**src/frv_decode_settings.svh**
```systemverilog
`ifndef FRV_DECODE_SETTINGS_SVH
`define FRV_DECODE_SETTINGS_SVH

// Datapath widths
`define FRV_XLEN   32   // Instruction word and immediate width
`define FRV_REG_W  5    // Register address width

// Fixed register numbers
`define FRV_REG_ZERO 0

// Trap causes, carried in the rd field of a trapping result
`define FRV_TRAP_IACCESS 1   // Fetch access fault
`define FRV_TRAP_IOPCODE 2   // Illegal instruction

`endif

```
**src/frv_decode_pkg.sv**
```systemverilog
`include "frv_decode_settings.svh"

package frv_decode_pkg;

    // Major opcodes of the kept RV32I encodings
    typedef enum logic [6:0] {
        OPC_LOAD   = 7'b0000011,
        OPC_OPIMM  = 7'b0010011,
        OPC_AUIPC  = 7'b0010111,
        OPC_STORE  = 7'b0100011,
        OPC_OP     = 7'b0110011,
        OPC_LUI    = 7'b0110111,
        OPC_BRANCH = 7'b1100011,
        OPC_JALR   = 7'b1100111,
        OPC_JAL    = 7'b1101111,
        OPC_SYSTEM = 7'b1110011
    } opcode_t;

    // One value per kept instruction
    typedef enum logic [5:0] {
        CLS_INVALID,
        CLS_ADD, CLS_SUB, CLS_AND, CLS_OR, CLS_XOR,
        CLS_SLT, CLS_SLTU, CLS_SLL, CLS_SRL, CLS_SRA,
        CLS_ADDI, CLS_ANDI, CLS_ORI, CLS_XORI, CLS_SLTI,
        CLS_SLTIU, CLS_SLLI, CLS_SRLI, CLS_SRAI,
        CLS_LUI, CLS_AUIPC,
        CLS_BEQ, CLS_BNE, CLS_BLT, CLS_BGE, CLS_BLTU, CLS_BGEU,
        CLS_JAL, CLS_JALR, CLS_ECALL, CLS_EBREAK,
        CLS_LB, CLS_LBU, CLS_LH, CLS_LHU, CLS_LW,
        CLS_SB, CLS_SH, CLS_SW
    } instr_class_t;

    typedef enum logic [2:0] {
        IMM_NONE, IMM_I, IMM_S, IMM_B, IMM_U, IMM_J, IMM_SHAMT
    } imm_fmt_t;

    typedef enum logic [1:0] {
        FU_ALU = 2'd0,
        FU_CFU = 2'd1,
        FU_LSU = 2'd2
    } fu_t;

    typedef enum logic [4:0] {
        ALU_SUB  = 5'b01_000, ALU_ADD = 5'b01_001, ALU_SLT = 5'b01_100,
        ALU_SLTU = 5'b01_110, ALU_AND = 5'b10_001, ALU_OR  = 5'b10_010,
        ALU_XOR  = 5'b10_100, ALU_SRA = 5'b11_001, ALU_SRL = 5'b11_010,
        ALU_SLL  = 5'b11_100
    } alu_op_t;

    typedef enum logic [4:0] {
        CFU_BEQ   = 5'b00_001, CFU_BGE    = 5'b00_010, CFU_BGEU = 5'b00_011,
        CFU_BLT   = 5'b00_100, CFU_BLTU   = 5'b00_101, CFU_BNE  = 5'b00_110,
        CFU_EBREAK = 5'b01_001, CFU_ECALL = 5'b01_010,
        CFU_JALI  = 5'b10_010, CFU_JALR   = 5'b10_100
    } cfu_op_t;

    typedef enum logic [1:0] {
        LSU_BYTE = 2'b01,
        LSU_HALF = 2'b10,
        LSU_WORD = 2'b11
    } lsu_width_t;

    typedef struct packed {
        logic       load;
        logic       store;
        lsu_width_t width;
        logic       is_signed;   // Sign-extend loaded data
    } lsu_uop_t;

    typedef struct packed {
        logic opra_rs1;
        logic opra_pcim;
        logic oprb_rs2;
        logic oprb_imm;
        logic oprc_rs2;
        logic oprc_pcim;
    } opr_src_t;

    // Registered output record of the decode stage
    typedef struct packed {
        logic [`FRV_REG_W-1:0] rd;     // Trap cause when trap is set
        logic [`FRV_REG_W-1:0] rs1;
        logic [`FRV_REG_W-1:0] rs2;
        logic [`FRV_XLEN-1:0]  imm;
        fu_t                   fu;
        logic [4:0]            uop;
        opr_src_t              opr_src;
        logic                  trap;
    } decode_out_t;

endpackage

```
**src/frv_instr_classify.sv**
```systemverilog
`timescale 1ns/10ps
`include "frv_decode_settings.svh"

module frv_instr_classify import frv_decode_pkg::*; (
    input  logic [`FRV_XLEN-1:0] instr,
    output instr_class_t         instr_class,
    output logic                 invalid
);

    opcode_t      opcode;
    logic [2:0]   funct3;
    logic [6:0]   funct7;
    instr_class_t cls;

    assign opcode = opcode_t'(instr[6:0]);   // Low bits other than 11 never match
    assign funct3 = instr[14:12];
    assign funct7 = instr[31:25];

    always_comb begin
        cls = CLS_INVALID;
        case (opcode)
            OPC_LUI:   cls = CLS_LUI;
            OPC_AUIPC: cls = CLS_AUIPC;
            OPC_JAL:   cls = CLS_JAL;
            OPC_JALR:  if (funct3 == 3'b000) cls = CLS_JALR;
            OPC_BRANCH: begin
                case (funct3)
                    3'b000:  cls = CLS_BEQ;
                    3'b001:  cls = CLS_BNE;
                    3'b100:  cls = CLS_BLT;
                    3'b101:  cls = CLS_BGE;
                    3'b110:  cls = CLS_BLTU;
                    3'b111:  cls = CLS_BGEU;
                    default: cls = CLS_INVALID;
                endcase
            end
            OPC_LOAD: begin
                case (funct3)
                    3'b000:  cls = CLS_LB;
                    3'b001:  cls = CLS_LH;
                    3'b010:  cls = CLS_LW;
                    3'b100:  cls = CLS_LBU;
                    3'b101:  cls = CLS_LHU;
                    default: cls = CLS_INVALID;
                endcase
            end
            OPC_STORE: begin
                case (funct3)
                    3'b000:  cls = CLS_SB;
                    3'b001:  cls = CLS_SH;
                    3'b010:  cls = CLS_SW;
                    default: cls = CLS_INVALID;
                endcase
            end
            OPC_OPIMM: begin
                case (funct3)
                    3'b000:  cls = CLS_ADDI;
                    3'b010:  cls = CLS_SLTI;
                    3'b011:  cls = CLS_SLTIU;
                    3'b100:  cls = CLS_XORI;
                    3'b110:  cls = CLS_ORI;
                    3'b111:  cls = CLS_ANDI;
                    3'b001:  if (funct7 == 7'b0000000) cls = CLS_SLLI;
                    default: begin   // Right shifts, funct7 picks the kind
                        if (funct7 == 7'b0000000)      cls = CLS_SRLI;
                        else if (funct7 == 7'b0100000) cls = CLS_SRAI;
                    end
                endcase
            end
            OPC_OP: begin
                case ({funct7, funct3})
                    10'b0000000_000: cls = CLS_ADD;
                    10'b0100000_000: cls = CLS_SUB;
                    10'b0000000_001: cls = CLS_SLL;
                    10'b0000000_010: cls = CLS_SLT;
                    10'b0000000_011: cls = CLS_SLTU;
                    10'b0000000_100: cls = CLS_XOR;
                    10'b0000000_101: cls = CLS_SRL;
                    10'b0100000_101: cls = CLS_SRA;
                    10'b0000000_110: cls = CLS_OR;
                    10'b0000000_111: cls = CLS_AND;
                    default:         cls = CLS_INVALID;
                endcase
            end
            OPC_SYSTEM: begin
                // Only ecall and ebreak, all other fields zero
                if (funct3 == 3'b000 && instr[31:21] == '0 &&
                    instr[19:15] == `FRV_REG_W'(`FRV_REG_ZERO) &&
                    instr[11:7]  == `FRV_REG_W'(`FRV_REG_ZERO)) begin
                    cls = instr[20] ? CLS_EBREAK : CLS_ECALL;
                end
            end
            default: cls = CLS_INVALID;
        endcase
    end

    assign instr_class = cls;
    assign invalid     = (cls == CLS_INVALID);

endmodule

```
**src/frv_imm_decode.sv**
```systemverilog
`timescale 1ns/10ps
`include "frv_decode_settings.svh"

module frv_imm_decode import frv_decode_pkg::*; (
    input  logic [`FRV_XLEN-1:0] instr,
    input  instr_class_t         instr_class,
    output logic [`FRV_XLEN-1:0] imm
);

    imm_fmt_t             fmt;
    logic [`FRV_XLEN-1:0] imm_i;
    logic [`FRV_XLEN-1:0] imm_s;
    logic [`FRV_XLEN-1:0] imm_b;
    logic [`FRV_XLEN-1:0] imm_u;
    logic [`FRV_XLEN-1:0] imm_j;
    logic [`FRV_XLEN-1:0] imm_shamt;

    // Format per class --------------------------------
    always_comb begin
        case (instr_class)
            CLS_ADDI, CLS_ANDI, CLS_ORI, CLS_XORI, CLS_SLTI, CLS_SLTIU,
            CLS_JALR, CLS_LB, CLS_LBU, CLS_LH, CLS_LHU, CLS_LW:
                fmt = IMM_I;
            CLS_SB, CLS_SH, CLS_SW:                    fmt = IMM_S;
            CLS_BEQ, CLS_BNE, CLS_BLT, CLS_BGE, CLS_BLTU, CLS_BGEU:
                fmt = IMM_B;
            CLS_LUI, CLS_AUIPC:                        fmt = IMM_U;
            CLS_JAL:                                   fmt = IMM_J;
            CLS_SLLI, CLS_SRLI, CLS_SRAI:              fmt = IMM_SHAMT;
            default:                                   fmt = IMM_NONE;
        endcase
    end

    // Standard RV32I layouts --------------------------
    assign imm_i = {{20{instr[31]}}, instr[31:20]};
    assign imm_s = {{20{instr[31]}}, instr[31:25], instr[11:7]};
    assign imm_b = {{20{instr[31]}}, instr[7], instr[30:25], instr[11:8], 1'b0};
    assign imm_u = {instr[31:12], 12'b0};
    assign imm_j = {{12{instr[31]}}, instr[19:12], instr[20], instr[30:21], 1'b0};
    assign imm_shamt = {{(`FRV_XLEN-5){1'b0}}, instr[24:20]};   // Zero-extended

    always_comb begin
        case (fmt)
            IMM_I:     imm = imm_i;
            IMM_S:     imm = imm_s;
            IMM_B:     imm = imm_b;
            IMM_U:     imm = imm_u;
            IMM_J:     imm = imm_j;
            IMM_SHAMT: imm = imm_shamt;
            default:   imm = '0;   // Reg-reg ops and system calls
        endcase
    end

endmodule

```
**src/frv_uop_select.sv**
```systemverilog
`timescale 1ns/10ps

module frv_uop_select import frv_decode_pkg::*; (
    input  instr_class_t instr_class,
    output fu_t          fu,
    output logic [4:0]   uop,
    output opr_src_t     opr_src
);

    logic     alu_rr;    // Register-register ALU
    logic     alu_ri;    // ALU with immediate
    logic     is_branch;
    logic     is_load;
    logic     is_store;
    logic     is_cfu;
    alu_op_t  alu_op;
    cfu_op_t  cfu_op;
    lsu_uop_t lsu_op;

    // Instruction groups ------------------------------
    assign alu_rr = instr_class inside {CLS_ADD, CLS_SUB, CLS_AND, CLS_OR, CLS_XOR,
                                        CLS_SLT, CLS_SLTU, CLS_SLL, CLS_SRL, CLS_SRA};
    assign alu_ri = instr_class inside {CLS_ADDI, CLS_ANDI, CLS_ORI, CLS_XORI, CLS_SLTI,
                                        CLS_SLTIU, CLS_SLLI, CLS_SRLI, CLS_SRAI};
    assign is_branch = instr_class inside {CLS_BEQ, CLS_BNE, CLS_BLT, CLS_BGE,
                                           CLS_BLTU, CLS_BGEU};
    assign is_load  = instr_class inside {CLS_LB, CLS_LBU, CLS_LH, CLS_LHU, CLS_LW};
    assign is_store = instr_class inside {CLS_SB, CLS_SH, CLS_SW};
    assign is_cfu   = is_branch ||
                      instr_class inside {CLS_JAL, CLS_JALR, CLS_ECALL, CLS_EBREAK};

    assign fu = is_cfu ? FU_CFU : (is_load || is_store) ? FU_LSU : FU_ALU;

    // Micro-op per unit -------------------------------
    always_comb begin
        alu_op = ALU_ADD;   // add, addi, auipc
        cfu_op = CFU_BEQ;
        lsu_op = '0;
        case (instr_class)
            CLS_SUB:             alu_op = ALU_SUB;
            CLS_AND, CLS_ANDI:   alu_op = ALU_AND;
            CLS_OR, CLS_ORI:     alu_op = ALU_OR;
            CLS_LUI:             alu_op = ALU_OR;   // Zero OR immediate
            CLS_XOR, CLS_XORI:   alu_op = ALU_XOR;
            CLS_SLT, CLS_SLTI:   alu_op = ALU_SLT;
            CLS_SLTU, CLS_SLTIU: alu_op = ALU_SLTU;
            CLS_SLL, CLS_SLLI:   alu_op = ALU_SLL;
            CLS_SRL, CLS_SRLI:   alu_op = ALU_SRL;
            CLS_SRA, CLS_SRAI:   alu_op = ALU_SRA;
            CLS_BNE:             cfu_op = CFU_BNE;
            CLS_BLT:             cfu_op = CFU_BLT;
            CLS_BGE:             cfu_op = CFU_BGE;
            CLS_BLTU:            cfu_op = CFU_BLTU;
            CLS_BGEU:            cfu_op = CFU_BGEU;
            CLS_JAL:             cfu_op = CFU_JALI;
            CLS_JALR:            cfu_op = CFU_JALR;
            CLS_ECALL:           cfu_op = CFU_ECALL;
            CLS_EBREAK:          cfu_op = CFU_EBREAK;
            CLS_LB:  lsu_op = '{load: 1'b1, store: 1'b0, width: LSU_BYTE, is_signed: 1'b1};
            CLS_LBU: lsu_op = '{load: 1'b1, store: 1'b0, width: LSU_BYTE, is_signed: 1'b0};
            CLS_LH:  lsu_op = '{load: 1'b1, store: 1'b0, width: LSU_HALF, is_signed: 1'b1};
            CLS_LHU: lsu_op = '{load: 1'b1, store: 1'b0, width: LSU_HALF, is_signed: 1'b0};
            CLS_LW:  lsu_op = '{load: 1'b1, store: 1'b0, width: LSU_WORD, is_signed: 1'b0};
            CLS_SB:  lsu_op = '{load: 1'b0, store: 1'b1, width: LSU_BYTE, is_signed: 1'b0};
            CLS_SH:  lsu_op = '{load: 1'b0, store: 1'b1, width: LSU_HALF, is_signed: 1'b0};
            CLS_SW:  lsu_op = '{load: 1'b0, store: 1'b1, width: LSU_WORD, is_signed: 1'b0};
            default: ;
        endcase
    end

    always_comb begin
        case (fu)
            FU_CFU:  uop = cfu_op;
            FU_LSU:  uop = lsu_op;
            default: uop = alu_op;
        endcase
    end

    // Operand sources ---------------------------------
    assign opr_src.opra_rs1  = alu_rr || alu_ri || is_branch || is_load || is_store ||
                               instr_class == CLS_JALR;
    assign opr_src.opra_pcim = instr_class == CLS_AUIPC;
    assign opr_src.oprb_rs2  = alu_rr || is_branch;
    assign opr_src.oprb_imm  = alu_ri || is_load || is_store ||
                               instr_class inside {CLS_LUI, CLS_JALR};
    assign opr_src.oprc_rs2  = is_store;                           // Store data
    assign opr_src.oprc_pcim = is_branch || instr_class == CLS_JAL; // Target address

endmodule

```
**src/frv_decode_result.sv**
```systemverilog
`timescale 1ns/10ps
`include "frv_decode_settings.svh"

module frv_decode_result import frv_decode_pkg::*; (
    input  logic                 clk,
    input  logic                 rst_n,
    input  logic                 d_valid,
    input  logic                 d_error,
    input  logic [`FRV_XLEN-1:0] instr,
    input  logic                 invalid,
    input  logic [`FRV_XLEN-1:0] imm,
    input  fu_t                  fu,
    input  logic [4:0]           uop,
    input  opr_src_t             opr_src,
    output logic                 p_valid,
    output decode_out_t          p_out
);

    logic                  trap;
    logic [`FRV_REG_W-1:0] cause;
    decode_out_t           rec;

    // Illegal instruction wins over the fetch fault
    assign trap  = d_error || invalid;
    assign cause = invalid ? `FRV_REG_W'(`FRV_TRAP_IOPCODE) : `FRV_REG_W'(`FRV_TRAP_IACCESS);

    always_comb begin
        rec.rd      = trap ? cause : instr[11:7];
        rec.rs1     = instr[19:15];
        rec.rs2     = instr[24:20];
        rec.imm     = imm;
        rec.fu      = fu;
        rec.uop     = uop;
        rec.opr_src = opr_src;
        rec.trap    = trap;
    end

    // Single pipeline register --------------------------
    always_ff @(posedge clk) begin
        if (!rst_n) begin
            p_valid    <= 1'b0;
            p_out.trap <= 1'b0;
        end else begin
            p_valid <= d_valid;
            if (d_valid) p_out <= rec;   // Holds between valid words
        end
    end

endmodule

```
**src/frv_pipeline_decode.sv**
```systemverilog
`timescale 1ns/10ps
`include "frv_decode_settings.svh"

module frv_pipeline_decode import frv_decode_pkg::*; (
    input  logic                 clk,
    input  logic                 rst_n,
    input  logic                 d_valid,   // Fetched word present
    input  logic [`FRV_XLEN-1:0] d_data,
    input  logic                 d_error,   // Fetch fault for d_data
    output logic                 p_valid,
    output decode_out_t          p_out
);

    instr_class_t         instr_class;
    logic                 invalid;
    logic [`FRV_XLEN-1:0] imm;
    fu_t                  fu;
    logic [4:0]           uop;
    opr_src_t             opr_src;

    frv_instr_classify u_classify (
        .instr       (d_data),
        .instr_class (instr_class),
        .invalid     (invalid)
    );

    frv_imm_decode u_imm (
        .instr       (d_data),
        .instr_class (instr_class),
        .imm         (imm)
    );

    frv_uop_select u_uop (
        .instr_class (instr_class),
        .fu          (fu),
        .uop         (uop),
        .opr_src     (opr_src)
    );

    frv_decode_result u_result (
        .clk     (clk),
        .rst_n   (rst_n),
        .d_valid (d_valid),
        .d_error (d_error),
        .instr   (d_data),
        .invalid (invalid),
        .imm     (imm),
        .fu      (fu),
        .uop     (uop),
        .opr_src (opr_src),
        .p_valid (p_valid),
        .p_out   (p_out)
    );

endmodule

```
**config.mk**
```make
export PLATFORM = sky130hd
export DESIGN_NAME = frv_pipeline_decode
export DESIGN_NICKNAME = d
export VERILOG_FILES = /design/src/frv_decode_pkg.sv /design/src/frv_instr_classify.sv /design/src/frv_imm_decode.sv /design/src/frv_uop_select.sv /design/src/frv_decode_result.sv /design/src/frv_pipeline_decode.sv
export VERILOG_INCLUDE_DIRS = /design/src
export SDC_FILE = /design/constraint.sdc
export NUM_CORES = 1
export LEC_CHECK = 0
export ABC_CLOCK_PERIOD_IN_PS = 5190
export BUFFER_PORTS_ARGS = -buffer_cell sky130_fd_sc_hd__buf_2
export CORE_AREA = 3 3 83 93
export DETAILED_ROUTE_END_ITERATION = 12
export DIE_AREA = 0 0 86 96
export GPL_TIMING_DRIVEN = 0
export PLACE_DENSITY = 0.81
export SLEW_MARGIN = 20
export SYNTH_ARGS = -nofsm -noshare
export SYNTH_HDL_FRONTEND = slang
export SYNTH_SLANG_ARGS = --single-unit
```
**constraint.sdc**
```tcl
create_clock -name clk -period 5.19 [get_ports clk]
set_input_delay 1.038 -clock clk [delete_from_list [all_inputs] [get_ports clk]]
set_output_delay 1.038 -clock clk [all_outputs]
set_load 0.01 [all_outputs]
```
==> results of run 1 <==
==> worst paths after layout <==
kind              cells after the start  slack (ns)                      startpoint                              to
setup reg to reg                      1        4.54  u_result.p_out[0]$_SDFFE_PN0P_  u_result.p_out[0]$_SDFFE_PN0P_
hold reg to reg                       1        0.54  u_result.p_out[0]$_SDFFE_PN0P_  u_result.p_out[0]$_SDFFE_PN0P_
setup / recovery                     12        0.95                      d_data[14]    u_result.p_out[25]$_DFFE_PP_
hold / removal                        1        0.54  u_result.p_out[0]$_SDFFE_PN0P_  u_result.p_out[0]$_SDFFE_PN0P_
==> cell usage in the layout, fill, tap and decap left out, drive strengths merged, types with 9 or more instances in the layout <==
cell | netlist | layout
a21oi | 19 | 19
edfxtp | 60 | 60
nor4 | 9 | 9
nor2 | 29 | 29
clkbuf | 10 | 20
o21ai | 13 | 13
nand2 | 23 | 23
buf | 13 | 107
nand3 | 13 | 13
a21o | 22 | 22
and2 | 15 | 15
==> cell families (layout without fill, tap and decap cells) <==
family          after synthesis  in the layout  synth area share [%]
simple gates                126            126                  19.2
compound gates              121            121                  24.6
flops                        62             62                  49.5
buf+inv                      32            141                  4.14
fa+ha+maj                     6              6                  1.95
mux                           2              2                 0.538
==> metal layers <==
metal	wire [um]	part of all wire [%]	GRT usage, %	up-vias
li1	-	-	-	1582
met1	3960	38	32.3	1673
met2	5180	49	42.6	243
met3	1080	10	5.57	28
met4	280	2.7	8.84	0
met5	0	0	0	-
==> through the flow <==
step / instance area (sq um) / hold WS [ns]
after floorplan: 3720 / 0.538
after global placement: 4300 / 0.479
after detailed placement: 4300 / 0.541
after CTS: 4530 / 0.553
after global routing: 4530 / 0.574
final: 4530 / 0.539
==> worst max-delay path: stages <==
cell	delay [ns]
sky130_fd_sc_hd__buf_2	0.17
sky130_fd_sc_hd__inv_1	0.17
sky130_fd_sc_hd__ha_1	0.31
sky130_fd_sc_hd__nor2b_1	0.17
sky130_fd_sc_hd__o21ai_0	0.20
sky130_fd_sc_hd__a21oi_1	0.12
sky130_fd_sc_hd__nor4_2	0.62
sky130_fd_sc_hd__nand2_1	0.39
sky130_fd_sc_hd__o211ai_1	0.28
sky130_fd_sc_hd__o221ai_1	0.34
sky130_fd_sc_hd__a22o_1	0.28
sky130_fd_sc_hd__a22o_1	0.23
==> flip-flops by register name, summed over array words and instances (netlist names) <==
signal,flops
u_result.p_valid,1
u_result.p_out,61
==> cell type report <==
cell class	instances	area, sq um	share of cell area, %
flip-flops and latches	62	1840	40.7
multi-input cells	255	1730	38.2
repair buffers	94	470	10.4
clock buffers	10	128	2.82
plain buffers	23	120	2.65
well taps	85	106	2.35
clock inverters	5	98.8	2.18
inverters	9	33.8	0.746
==> report_power, final <==
| part | switching, mW | internal (mW) |
|---|---|---|
| clock network | 0.177 | 0.314 |
| logic | 0.0952 | 0.0562 |
| registers | 0.00769 | 0.581 |
| total | 0.280 | 0.951 |
==> key figures, run 1 <==
Outcome
  • Status: finished, final reports clean

Critical path
  • Arrival time of data at the critical path endpoint: 4.34 ns
  • Sort of element at the start of the critical path: primary input
  • Kind of capture point of the worst setup path: flip-flop
  • Data required time at the worst endpoint: 5.29 ns
  • CP Max Fanout: 9
  • Critical path type: in2reg

Final layout
  • Final std cells w/o fill: 543
  • Share of the core filled with cells in the final layout: 65.3%
  • Fraction of final layout cells with drive strength greater than 1: 30.3%
  • Count of inserted antenna diode cells: 0
  • Layout-stage area growth over the synthesis result: 21.7%
  • Nets: 495
  • Fillcell total: 543

Clocking
  • Count of buffers added by post-CTS timing repair for setup: 0
  • Number of buffers added to fix hold violations after cts: 0
  • H-tree depth reported by CTS: 3
  • Register clock-pin slew on the reported worst setup and hold paths: 0.07 ns
  • Sink count of the clock tree: 62
  • Clock Tree Root: sky130_fd_sc_hd__clkbuf_8
  • Clock Path Buffers: 2
  • Clock latency on the worst-skew pair: 0.34 ns
  • TritonCTS clock tree: yes
  • Total CTS buffers: 9
  • Number of resized instances in the post-cts repair step: 0

Synthesis
  • Share of Yosys cell area claimed by the top area cell type: 48.4%
  • Netlist area before placement: 3720 sq um
  • Synthesis warning total: 0
  • Synthesized netlist net count: 390
  • Top cell type by total area after synthesis: sky130_fd_sc_hd__edfxtp_1
  • Proportion of synthesized chip area in sequential cells: 49.5%
  • Area contributors post-synth: sky130_fd_sc_hd__edfxtp_1, sky130_fd_sc_hd__a21o_1, sky130_fd_sc_hd__nor2_1
  • Commonest cells post-synth: sky130_fd_sc_hd__edfxtp_1, sky130_fd_sc_hd__nor2_1, sky130_fd_sc_hd__nand2_1
  • Per-instance average area after synthesis: 10.7 sq um
  • Gate Count Post-Synth: 349
  • Unique cell type count in the Yosys netlist: 80
  • Prevailing post-synth register cell: sky130_fd_sc_hd__edfxtp_1
  • Post-synthesis sequential element count: 62
  • Post-synthesis async set-or-reset flop share: 0%
  • Most repeated cell in the gate-level netlist after synthesis: sky130_fd_sc_hd__edfxtp_1
  • Number of enable-type register cells in the synthesized netlist: 60

GRT
  • First-pass GRT wire length: 16300 um
  • Largest net degree at the start of global routing: 61
  • Combined global-route utilization of all metal layers: 25.4%
  • Total congestion overflow after global routing: 0
  • Number of global-route vias before repair: 3198
  • Initial antenna violation count: 0

Drt
  • Pre-antenna DRT Iters: 5
  • Detailed-route vias per instance: 6.49
  • Iteration-0 DRC count of the detailed router: 394
  • Antenna-violating nets left: 0
  • Sum of routed wire length over all layers: 10500 um
  • Total via count after detailed routing: 3526
  • Routed wire length per instance: 19.3 um
  • Remaining DRCs: 0

Power
  • Maximum ir drop on the vdd rail: 0.000195 V
  • Overall power of the completed layout: 1.23 mW
  • Total power divided by cell area: 272 nW/um^2
  • Static Leakage: 1.88 nW

Timing
  • Min cycle time layout: 4.24 ns
  • Unrepaired setup endpoints after global routing: no
  • Total of endpoints with negative setup slack in the final report: 0
  • Post-route worst setup slack: 0.949 ns
  • Total negative slack: 0 ns
  • Pins over their slew limit: 0
  • Rel. slew slack: 37.8%
  • Final critical-path share of the clock period: 81.7%
  • Hold Vio Cnt, Final: 0
  • Transition time at the pin with the least slew margin: 0.920 ns
  • Final Skew: 0 ns
  • Highest Clock Rate: 0.236 GHz

Floorplan
  • Total I/O pin count: 98
  • Die extent in x: 86 um
  • Initial Utilization: 53.7%
  • Die outline area: 8260 sq um
  • Core Box Area: 6930 sq um
  • Overall die height: 96 um
  • Number of rows in the core area: 32

Place
  • Number of cells in the design after placement: 528
  • GPL Wtd Cong: 0.958
  • Post-Place Worst Slack: 0.738 ns
  • Half-perimeter wire length of the detailed placement result: 7580 um
  • Port Buf Inserts: 94

Worst hold path
  • Classification of the worst-slack hold path: reg2reg

Job
  • Number of violations of the max-capacitance limit: 0
No activity file was read; power rests on OpenSTA's default activity.
==> inputs of run 2 (changes only) <==
--- a/config.mk
+++ b/config.mk
@@ -6,13 +6,13 @@
 export SDC_FILE = /design/constraint.sdc
 export NUM_CORES = 1
 export LEC_CHECK = 0
-export ABC_CLOCK_PERIOD_IN_PS = 5190
+export ABC_CLOCK_PERIOD_IN_PS = 4100
 export BUFFER_PORTS_ARGS = -buffer_cell sky130_fd_sc_hd__buf_2
-export CORE_AREA = 3 3 83 93
+export CORE_AREA = 3 3 84 94
 export DETAILED_ROUTE_END_ITERATION = 12
-export DIE_AREA = 0 0 86 96
+export DIE_AREA = 0 0 87 97
 export GPL_TIMING_DRIVEN = 0
-export PLACE_DENSITY = 0.81
+export PLACE_DENSITY = 0.79
 export SLEW_MARGIN = 20
 export SYNTH_ARGS = -nofsm -noshare
 export SYNTH_HDL_FRONTEND = slang
==> constraint.sdc (replaced) <==
create_clock -name clk -period 4.1 [get_ports clk]
set_input_delay 0.82 -clock clk [delete_from_list [all_inputs] [get_ports clk]]
set_output_delay 0.82 -clock clk [all_outputs]
set_load 0.01 [all_outputs]
==> run 2 against run 1 <==
Via count down 4.5%. First-iteration DRC count is 44% lower. Non-clock buffer count did not move. Final cell count stayed put. Critical path type unchanged. Largest cell class unchanged. Highest routed layer unchanged.
==> key figures, run 2 (synthesized netlist as in run 1, its figures left out) <==
Drt
  • Detailed-route vias per instance: 6.20
  • Pre-antenna DRT Iters: 5
  • Remaining DRCs: 0
  • Iteration-0 DRC count of the detailed router: 221
  • Routed wire length per instance: 18.7 um
  • Total via count after detailed routing: 3367
  • Antenna-violating nets left: 0
  • Sum of routed wire length over all layers: 10100 um

Critical path
  • Arrival time of data at the critical path endpoint: 3.94 ns
  • Sort of element at the start of the critical path: primary input
  • Critical path type: in2reg
  • Origin of the worst setup path: d_data[14]
  • Kind of capture point of the worst setup path: flip-flop
  • Worst R2R Start: u_result.p_out[0]$_SDFFE_PN0P_
  • CP Max Fanout: 10
  • Data required time at the worst endpoint: 4.19 ns

Timing
  • Post-route worst setup slack: 0.248 ns
  • Min cycle time layout: 3.85 ns
  • Transition time at the pin with the least slew margin: 0.787 ns
  • Final Skew: 0 ns
  • Final critical-path share of the clock period: 93.9%
  • Highest Clock Rate: 0.260 GHz
  • Total of endpoints with negative setup slack in the final report: 0
  • Pins over their slew limit: 0
  • Hold Vio Cnt, Final: 0
  • Rel. slew slack: 47.5%
  • Unrepaired setup endpoints after global routing: no

GRT
  • Number of global-route vias before repair: 3142
  • Combined global-route utilization of all metal layers: 23.7%
  • First-pass GRT wire length: 15900 um
  • Largest net degree at the start of global routing: 61
  • Initial antenna violation count: 0
  • Total congestion overflow after global routing: 0

Clocking
  • Count of buffers added by post-CTS timing repair for setup: 0
  • Register clock-pin slew on the reported worst setup and hold paths: 0.07 ns
  • Clock latency on the worst-skew pair: 0.33 ns
  • Clock Path Buffers: 2
  • Sink count of the clock tree: 62
  • Clock Tree Root: sky130_fd_sc_hd__clkbuf_8
  • Number of buffers added to fix hold violations after cts: 0
  • Number of resized instances in the post-cts repair step: 0
  • TritonCTS clock tree: yes
  • Total CTS buffers: 9
  • H-tree depth reported by CTS: 3

Place
  • Port Buf Inserts: 94
  • GPL Wtd Cong: 0.941
  • Half-perimeter wire length of the detailed placement result: 7380 um
  • Post-Place Worst Slack: -0.203 ns
  • Number of cells in the design after placement: 528

Final layout
  • Fillcell total: 579
  • Area of all sequential standard cells: 1840 sq um
  • Nets: 495
  • Count of inserted antenna diode cells: 0
  • Commonest non-fill, non-tap cell in the layout: sky130_fd_sc_hd__buf_2
  • Fraction of final layout cells with drive strength greater than 1: 30.8%
  • Final std cells w/o fill: 543
  • Commonest non-fill, non-tap cells in the layout: sky130_fd_sc_hd__buf_2, sky130_fd_sc_hd__edfxtp_1, sky130_fd_sc_hd__nor2_1
  • Register bank with the most flops: u_result.p_out
  • Flip-flop count of the largest register, all copies and words added: 61
  • Registers with the most flip-flops: u_result.p_out: 61 flops, u_result.p_valid: 1 flops
  • Multi-input combinational cell area: 1750 sq um
  • Layout-stage area growth over the synthesis result: 21.6%

Job
  • Number of violations of the max-capacitance limit: 0

Power
  • Overall power of the completed layout: 1.50 mW
  • Static Leakage: 1.88 nW
  • Total power divided by cell area: 331 nW/um^2
  • Maximum ir drop on the vdd rail: 0.000222 V

Worst hold path
  • Launch instance of the worst min-delay path: u_result.p_out[0]$_SDFFE_PN0P_
  • Classification of the worst-slack hold path: reg2reg

Floorplan
  • Die outline area: 8440 sq um
  • Core Box Area: 7010 sq um
  • Initial Utilization: 53.1%
  • Total I/O pin count: 98
  • Overall die height: 97 um
  • Die extent in x: 87 um
  • Number of rows in the core area: 32

Outcome
  • Status: finished, final reports clean
[run 2: changes by cell type in the layout (fill, tap and decap cells not counted), sizes merged]
cell      previous run  this run
bufinv               3         2
clkbuf              20        21
clkinv               3         2
clkinvlp             0         1
[run 2: cell type report]
class                      count  share of cell area (%)
sequential                    62                    40.7
clock buffer                  11                    2.90
inverter                       9                   0.747
tap                           85                    2.35
clock inverter                 4                    1.60
multi-input combinational    255                    38.6
buffer                        23                    2.66
timing repair buffer          94                    10.4
[run 2: path summary, 6_finish.rpt]
path                                    endpoint  slack [ns]  cells after the start
hold / removal    u_result.p_out[0]$_SDFFE_PN0P_        0.51                      1
setup / recovery    u_result.p_out[25]$_DFFE_PP_        0.25                     13
hold reg to reg   u_result.p_out[0]$_SDFFE_PN0P_        0.51                      1
setup reg to reg  u_result.p_out[0]$_SDFFE_PN0P_        3.47                      1
[run 2: power breakdown]
part           internal [mW]  switching (mW)  total, mW
clock network          0.338           0.224      0.562
logic                 0.0714           0.120      0.191
registers              0.735         0.00898      0.744
[run 2: worst max-delay path, cell delays in order]
cell	delay, ns
sky130_fd_sc_hd__buf_2	0.15
sky130_fd_sc_hd__inv_1	0.23
sky130_fd_sc_hd__ha_1	0.34
sky130_fd_sc_hd__and4b_1	0.22
sky130_fd_sc_hd__o2111ai_1	0.18
sky130_fd_sc_hd__a211oi_1	0.12
sky130_fd_sc_hd__a21o_1	0.19
sky130_fd_sc_hd__or2_2	0.30
sky130_fd_sc_hd__buf_4	0.18
sky130_fd_sc_hd__o211ai_1	0.33
sky130_fd_sc_hd__o221ai_1	0.37
sky130_fd_sc_hd__a22o_1	0.28
sky130_fd_sc_hd__a22o_1	0.22
[run 2: per-layer routing]
metal  wire length [um]  track usage (%)  part of all wire, %
met2               4860             36.9                   48
met1               4300             32.1                   42
met3                719             4.34                  7.1
met5                  0                0                    0
met4                259             10.1                  2.6
[run 2: stage by stage]
stage | instance area, sq um | TNS (ns) | util, % | hold slack (ns)
2_1_floorplan | 3720 | 0 | - | 0.538
3_3_place_gp | 4300 | -1.43 | 61.3 | 0.481
3_5_place_dp | 4300 | -3.69 | 61.4 | 0.511
4_1_cts | 4500 | 0 | 64.3 | 0.526
5_1_grt | 4520 | 0 | 64.6 | 0.536
6_report | 4520 | 0 | 64.6 | 0.513
==> inputs of run 3 (changes only) <==
--- a/config.mk
+++ b/config.mk
@@ -6,13 +6,14 @@
 export SDC_FILE = /design/constraint.sdc
 export NUM_CORES = 1
 export LEC_CHECK = 0
-export ABC_CLOCK_PERIOD_IN_PS = 4100
+export ABC_CLOCK_PERIOD_IN_PS = 3750
 export BUFFER_PORTS_ARGS = -buffer_cell sky130_fd_sc_hd__buf_2
 export CORE_AREA = 3 3 84 94
+export CTS_CLUSTER_SIZE = 25
 export DETAILED_ROUTE_END_ITERATION = 12
 export DIE_AREA = 0 0 87 97
 export GPL_TIMING_DRIVEN = 0
-export PLACE_DENSITY = 0.79
+export PLACE_DENSITY_LB_ADDON = 0.12
 export SLEW_MARGIN = 20
 export SYNTH_ARGS = -nofsm -noshare
 export SYNTH_HDL_FRONTEND = slang
==> constraint.sdc (replaced) <==
create_clock -name clk -period 3.75 [get_ports clk]
set_input_delay 0.75 -clock clk [delete_from_list [all_inputs] [get_ports clk]]
set_output_delay 0.75 -clock clk [all_outputs]
set_load 0.01 [all_outputs]
==> run 3 against run 2 <==
Sequential share of layout area fell by 0.91 points. Clock skew did not move. Flip-flop and latch count did not move. Critical path depth fell by 2. Global-route usage rose by 0.44 points. First-iteration DRC count fell by 38%. Setup slack got worse by 0.10 ns. Hold slack got worse by 0.0019 ns. Core utilization rose by 1.5 points. Final cell count rose by 0.74%. Critical path type unchanged. Wire length fell by 0.93%.
==> key figures, run 3 (synthesized netlist as in run 1, its figures left out) <==
Final layout
  • Flip-flop count of the largest register, all copies and words added: 61
  • Register bank with the most flops: u_result.p_out
  • Nets: 498
  • Registers with the most flip-flops: u_result.p_out: 61 flops, u_result.p_valid: 1 flops
  • Final std cells w/o fill: 547
  • Fillcell total: 573
  • Commonest non-fill, non-tap cell in the layout: sky130_fd_sc_hd__buf_2
  • Fraction of final layout cells with drive strength greater than 1: 33.3%
  • Layout-stage area growth over the synthesis result: 24.4%
  • Commonest non-fill, non-tap cells in the layout: sky130_fd_sc_hd__buf_2, sky130_fd_sc_hd__edfxtp_1, sky130_fd_sc_hd__nor2_1
  • Count of inserted antenna diode cells: 0

Clocking
  • Register clock-pin slew on the reported worst setup and hold paths: 0.07 ns
  • Total CTS buffers: 9
  • Clock Path Buffers: 2
  • Clock latency on the worst-skew pair: 0.33 ns
  • Number of buffers added to fix hold violations after cts: 0
  • Clock Tree Root: sky130_fd_sc_hd__clkbuf_8
  • H-tree depth reported by CTS: 3
  • TritonCTS clock tree: yes
  • Sink count of the clock tree: 62

Place
  • Half-perimeter wire length of the detailed placement result: 7220 um
  • Port Buf Inserts: 94
  • GPL Wtd Cong: 0.908
  • Number of cells in the design after placement: 528

Floorplan
  • Number of rows in the core area: 32
  • Die extent in x: 87 um
  • Total I/O pin count: 98
  • Initial Utilization: 53.1%
  • Core Box Area: 7010 sq um
  • Die outline area: 8440 sq um
  • Overall die height: 97 um

Drt
  • Sum of routed wire length over all layers: 10000 um
  • Detailed-route vias per instance: 6.05
  • Routed wire length per instance: 18.4 um
  • Total via count after detailed routing: 3310
  • Pre-antenna DRT Iters: 5
  • Remaining DRCs: 0
  • Antenna-violating nets left: 0
  • Iteration-0 DRC count of the detailed router: 136

Timing
  • Worst hold-check slack: 0.511 ns
  • Total of endpoints with negative setup slack in the final report: 0
  • Final Skew: 0 ns
  • Highest Clock Rate: 0.278 GHz
  • Hold Vio Cnt, Final: 0
  • Min cycle time layout: 3.60 ns
  • Unrepaired setup endpoints after global routing: no
  • Rel. slew slack: 49.4%
  • Pins over their slew limit: 0
  • Final critical-path share of the clock period: 96.1%
  • Transition time at the pin with the least slew margin: 0.758 ns

Critical path
  • Kind of capture point of the worst setup path: flip-flop
  • Critical Path Slowest Stage Cell: sky130_fd_sc_hd__nor4b_1
  • Crit path top cell by count: sky130_fd_sc_hd__and2_4
  • Length in cells of the worst reg-to-reg path: 1
  • Sort of element at the start of the critical path: primary input
  • Data required time at the worst endpoint: 3.84 ns
  • Critical path type: in2reg
  • Peak per-stage delay on the critical path: 0.52 ns
  • Crit path cell chain: buf_2 > nand4bb_1 > or3_1 > nor4b_1 > nor4_4 > and2_4 > o31ai_4 > nand4_2 > and2_4 > buf_6 > a21o_1
  • Arrival time of data at the critical path endpoint: 3.69 ns
  • CP Max Fanout: 10

GRT
  • Largest net degree at the start of global routing: 61
  • First-pass GRT wire length: 16100 um
  • Initial antenna violation count: 0
  • Total congestion overflow after global routing: 0
  • Combined global-route utilization of all metal layers: 24.1%
  • Number of global-route vias before repair: 3062

Job
  • Number of violations of the max-capacitance limit: 0

Worst hold path
  • Hold Path Depth: 1
  • Classification of the worst-slack hold path: reg2reg

Outcome
  • Status: finished, final reports clean

Power
  • Overall power of the completed layout: 1.69 mW
  • Static Leakage: 1.92 nW
  • Total power divided by cell area: 366 nW/um^2
  • Maximum ir drop on the vdd rail: 0.000271 V
[run 3: cell types whose count changed in the layout (fill, tap and decap cells not counted), sizes merged]
cell    previous run  this run
inv                8         7
buf              107       110
clkinv             2         3
clkbuf            21        22
[run 3: layout make-up]
class	count	area [sq um]	share of cell area, %
Sequential cell	62	1840	39.8
Clock inverter	4	70.1	1.51
Tap cell	85	106	2.30
Multi-Input combinational cell	255	1800	38.9
Buffer	23	121	2.62
Inverter	9	37.5	0.811
Timing Repair Buffer	97	493	10.7
Clock buffer	12	155	3.35
[run 3: what timing repair did]
action | in CTS | in global routing
hold endpoints to repair | 0 | 0
pin swaps | 0 | 3
gates resized for setup | 2 | 14
endpoints found under the setup margin | 19 | 32
buffers inserted | 0 | 3
[run 3: power by group]
part           leakage [nW]  switching (mW)  internal (mW)
Combinational          1.28           0.131         0.0811
Clock                 0.116           0.258          0.409
Sequential            0.529         0.00973          0.803
[run 3: critical path: cells and delay by family]
family / cells / cell delay, ns
buffers and inverters: 2 / 0.27
AO/OA/AOI/OAI: 2 / 0.44
AND/OR/NAND/NOR: 7 / 2.23
[run 3: final timing paths]
check / start / to / slack, ns
max: d_data[3] / u_result.p_out[40]$_DFFE_PP_ / 0.15
min: u_result.p_out[0]$_SDFFE_PN0P_ / u_result.p_out[0]$_SDFFE_PN0P_ / 0.51
max reg2reg: u_result.p_out[0]$_SDFFE_PN0P_ / u_result.p_out[0]$_SDFFE_PN0P_ / 3.12
min reg2reg: u_result.p_out[0]$_SDFFE_PN0P_ / u_result.p_out[0]$_SDFFE_PN0P_ / 0.51
[run 3: routing by layer]
metal	global-route usage, %	routed length [um]	part of all wire (%)
met5	0	0	0
met4	6.83	144	1.4
met3	5.20	786	7.8
met2	36.3	4650	46
met1	34.9	4470	44
[run 3: stage by stage]
step	area [sq um]	utilization, %	setup WS [ns]	TNS [ns]
6_report	4630	66.0	0.147	0
5_1_grt	4630	66.0	0.00844	0
4_1_cts	4540	64.8	0.0295	0
3_5_place_dp	4300	61.4	-0.406	-11.13
3_3_place_gp	4300	61.3	-0.408	-11.58
2_1_floorplan	3720	-	0.347	0
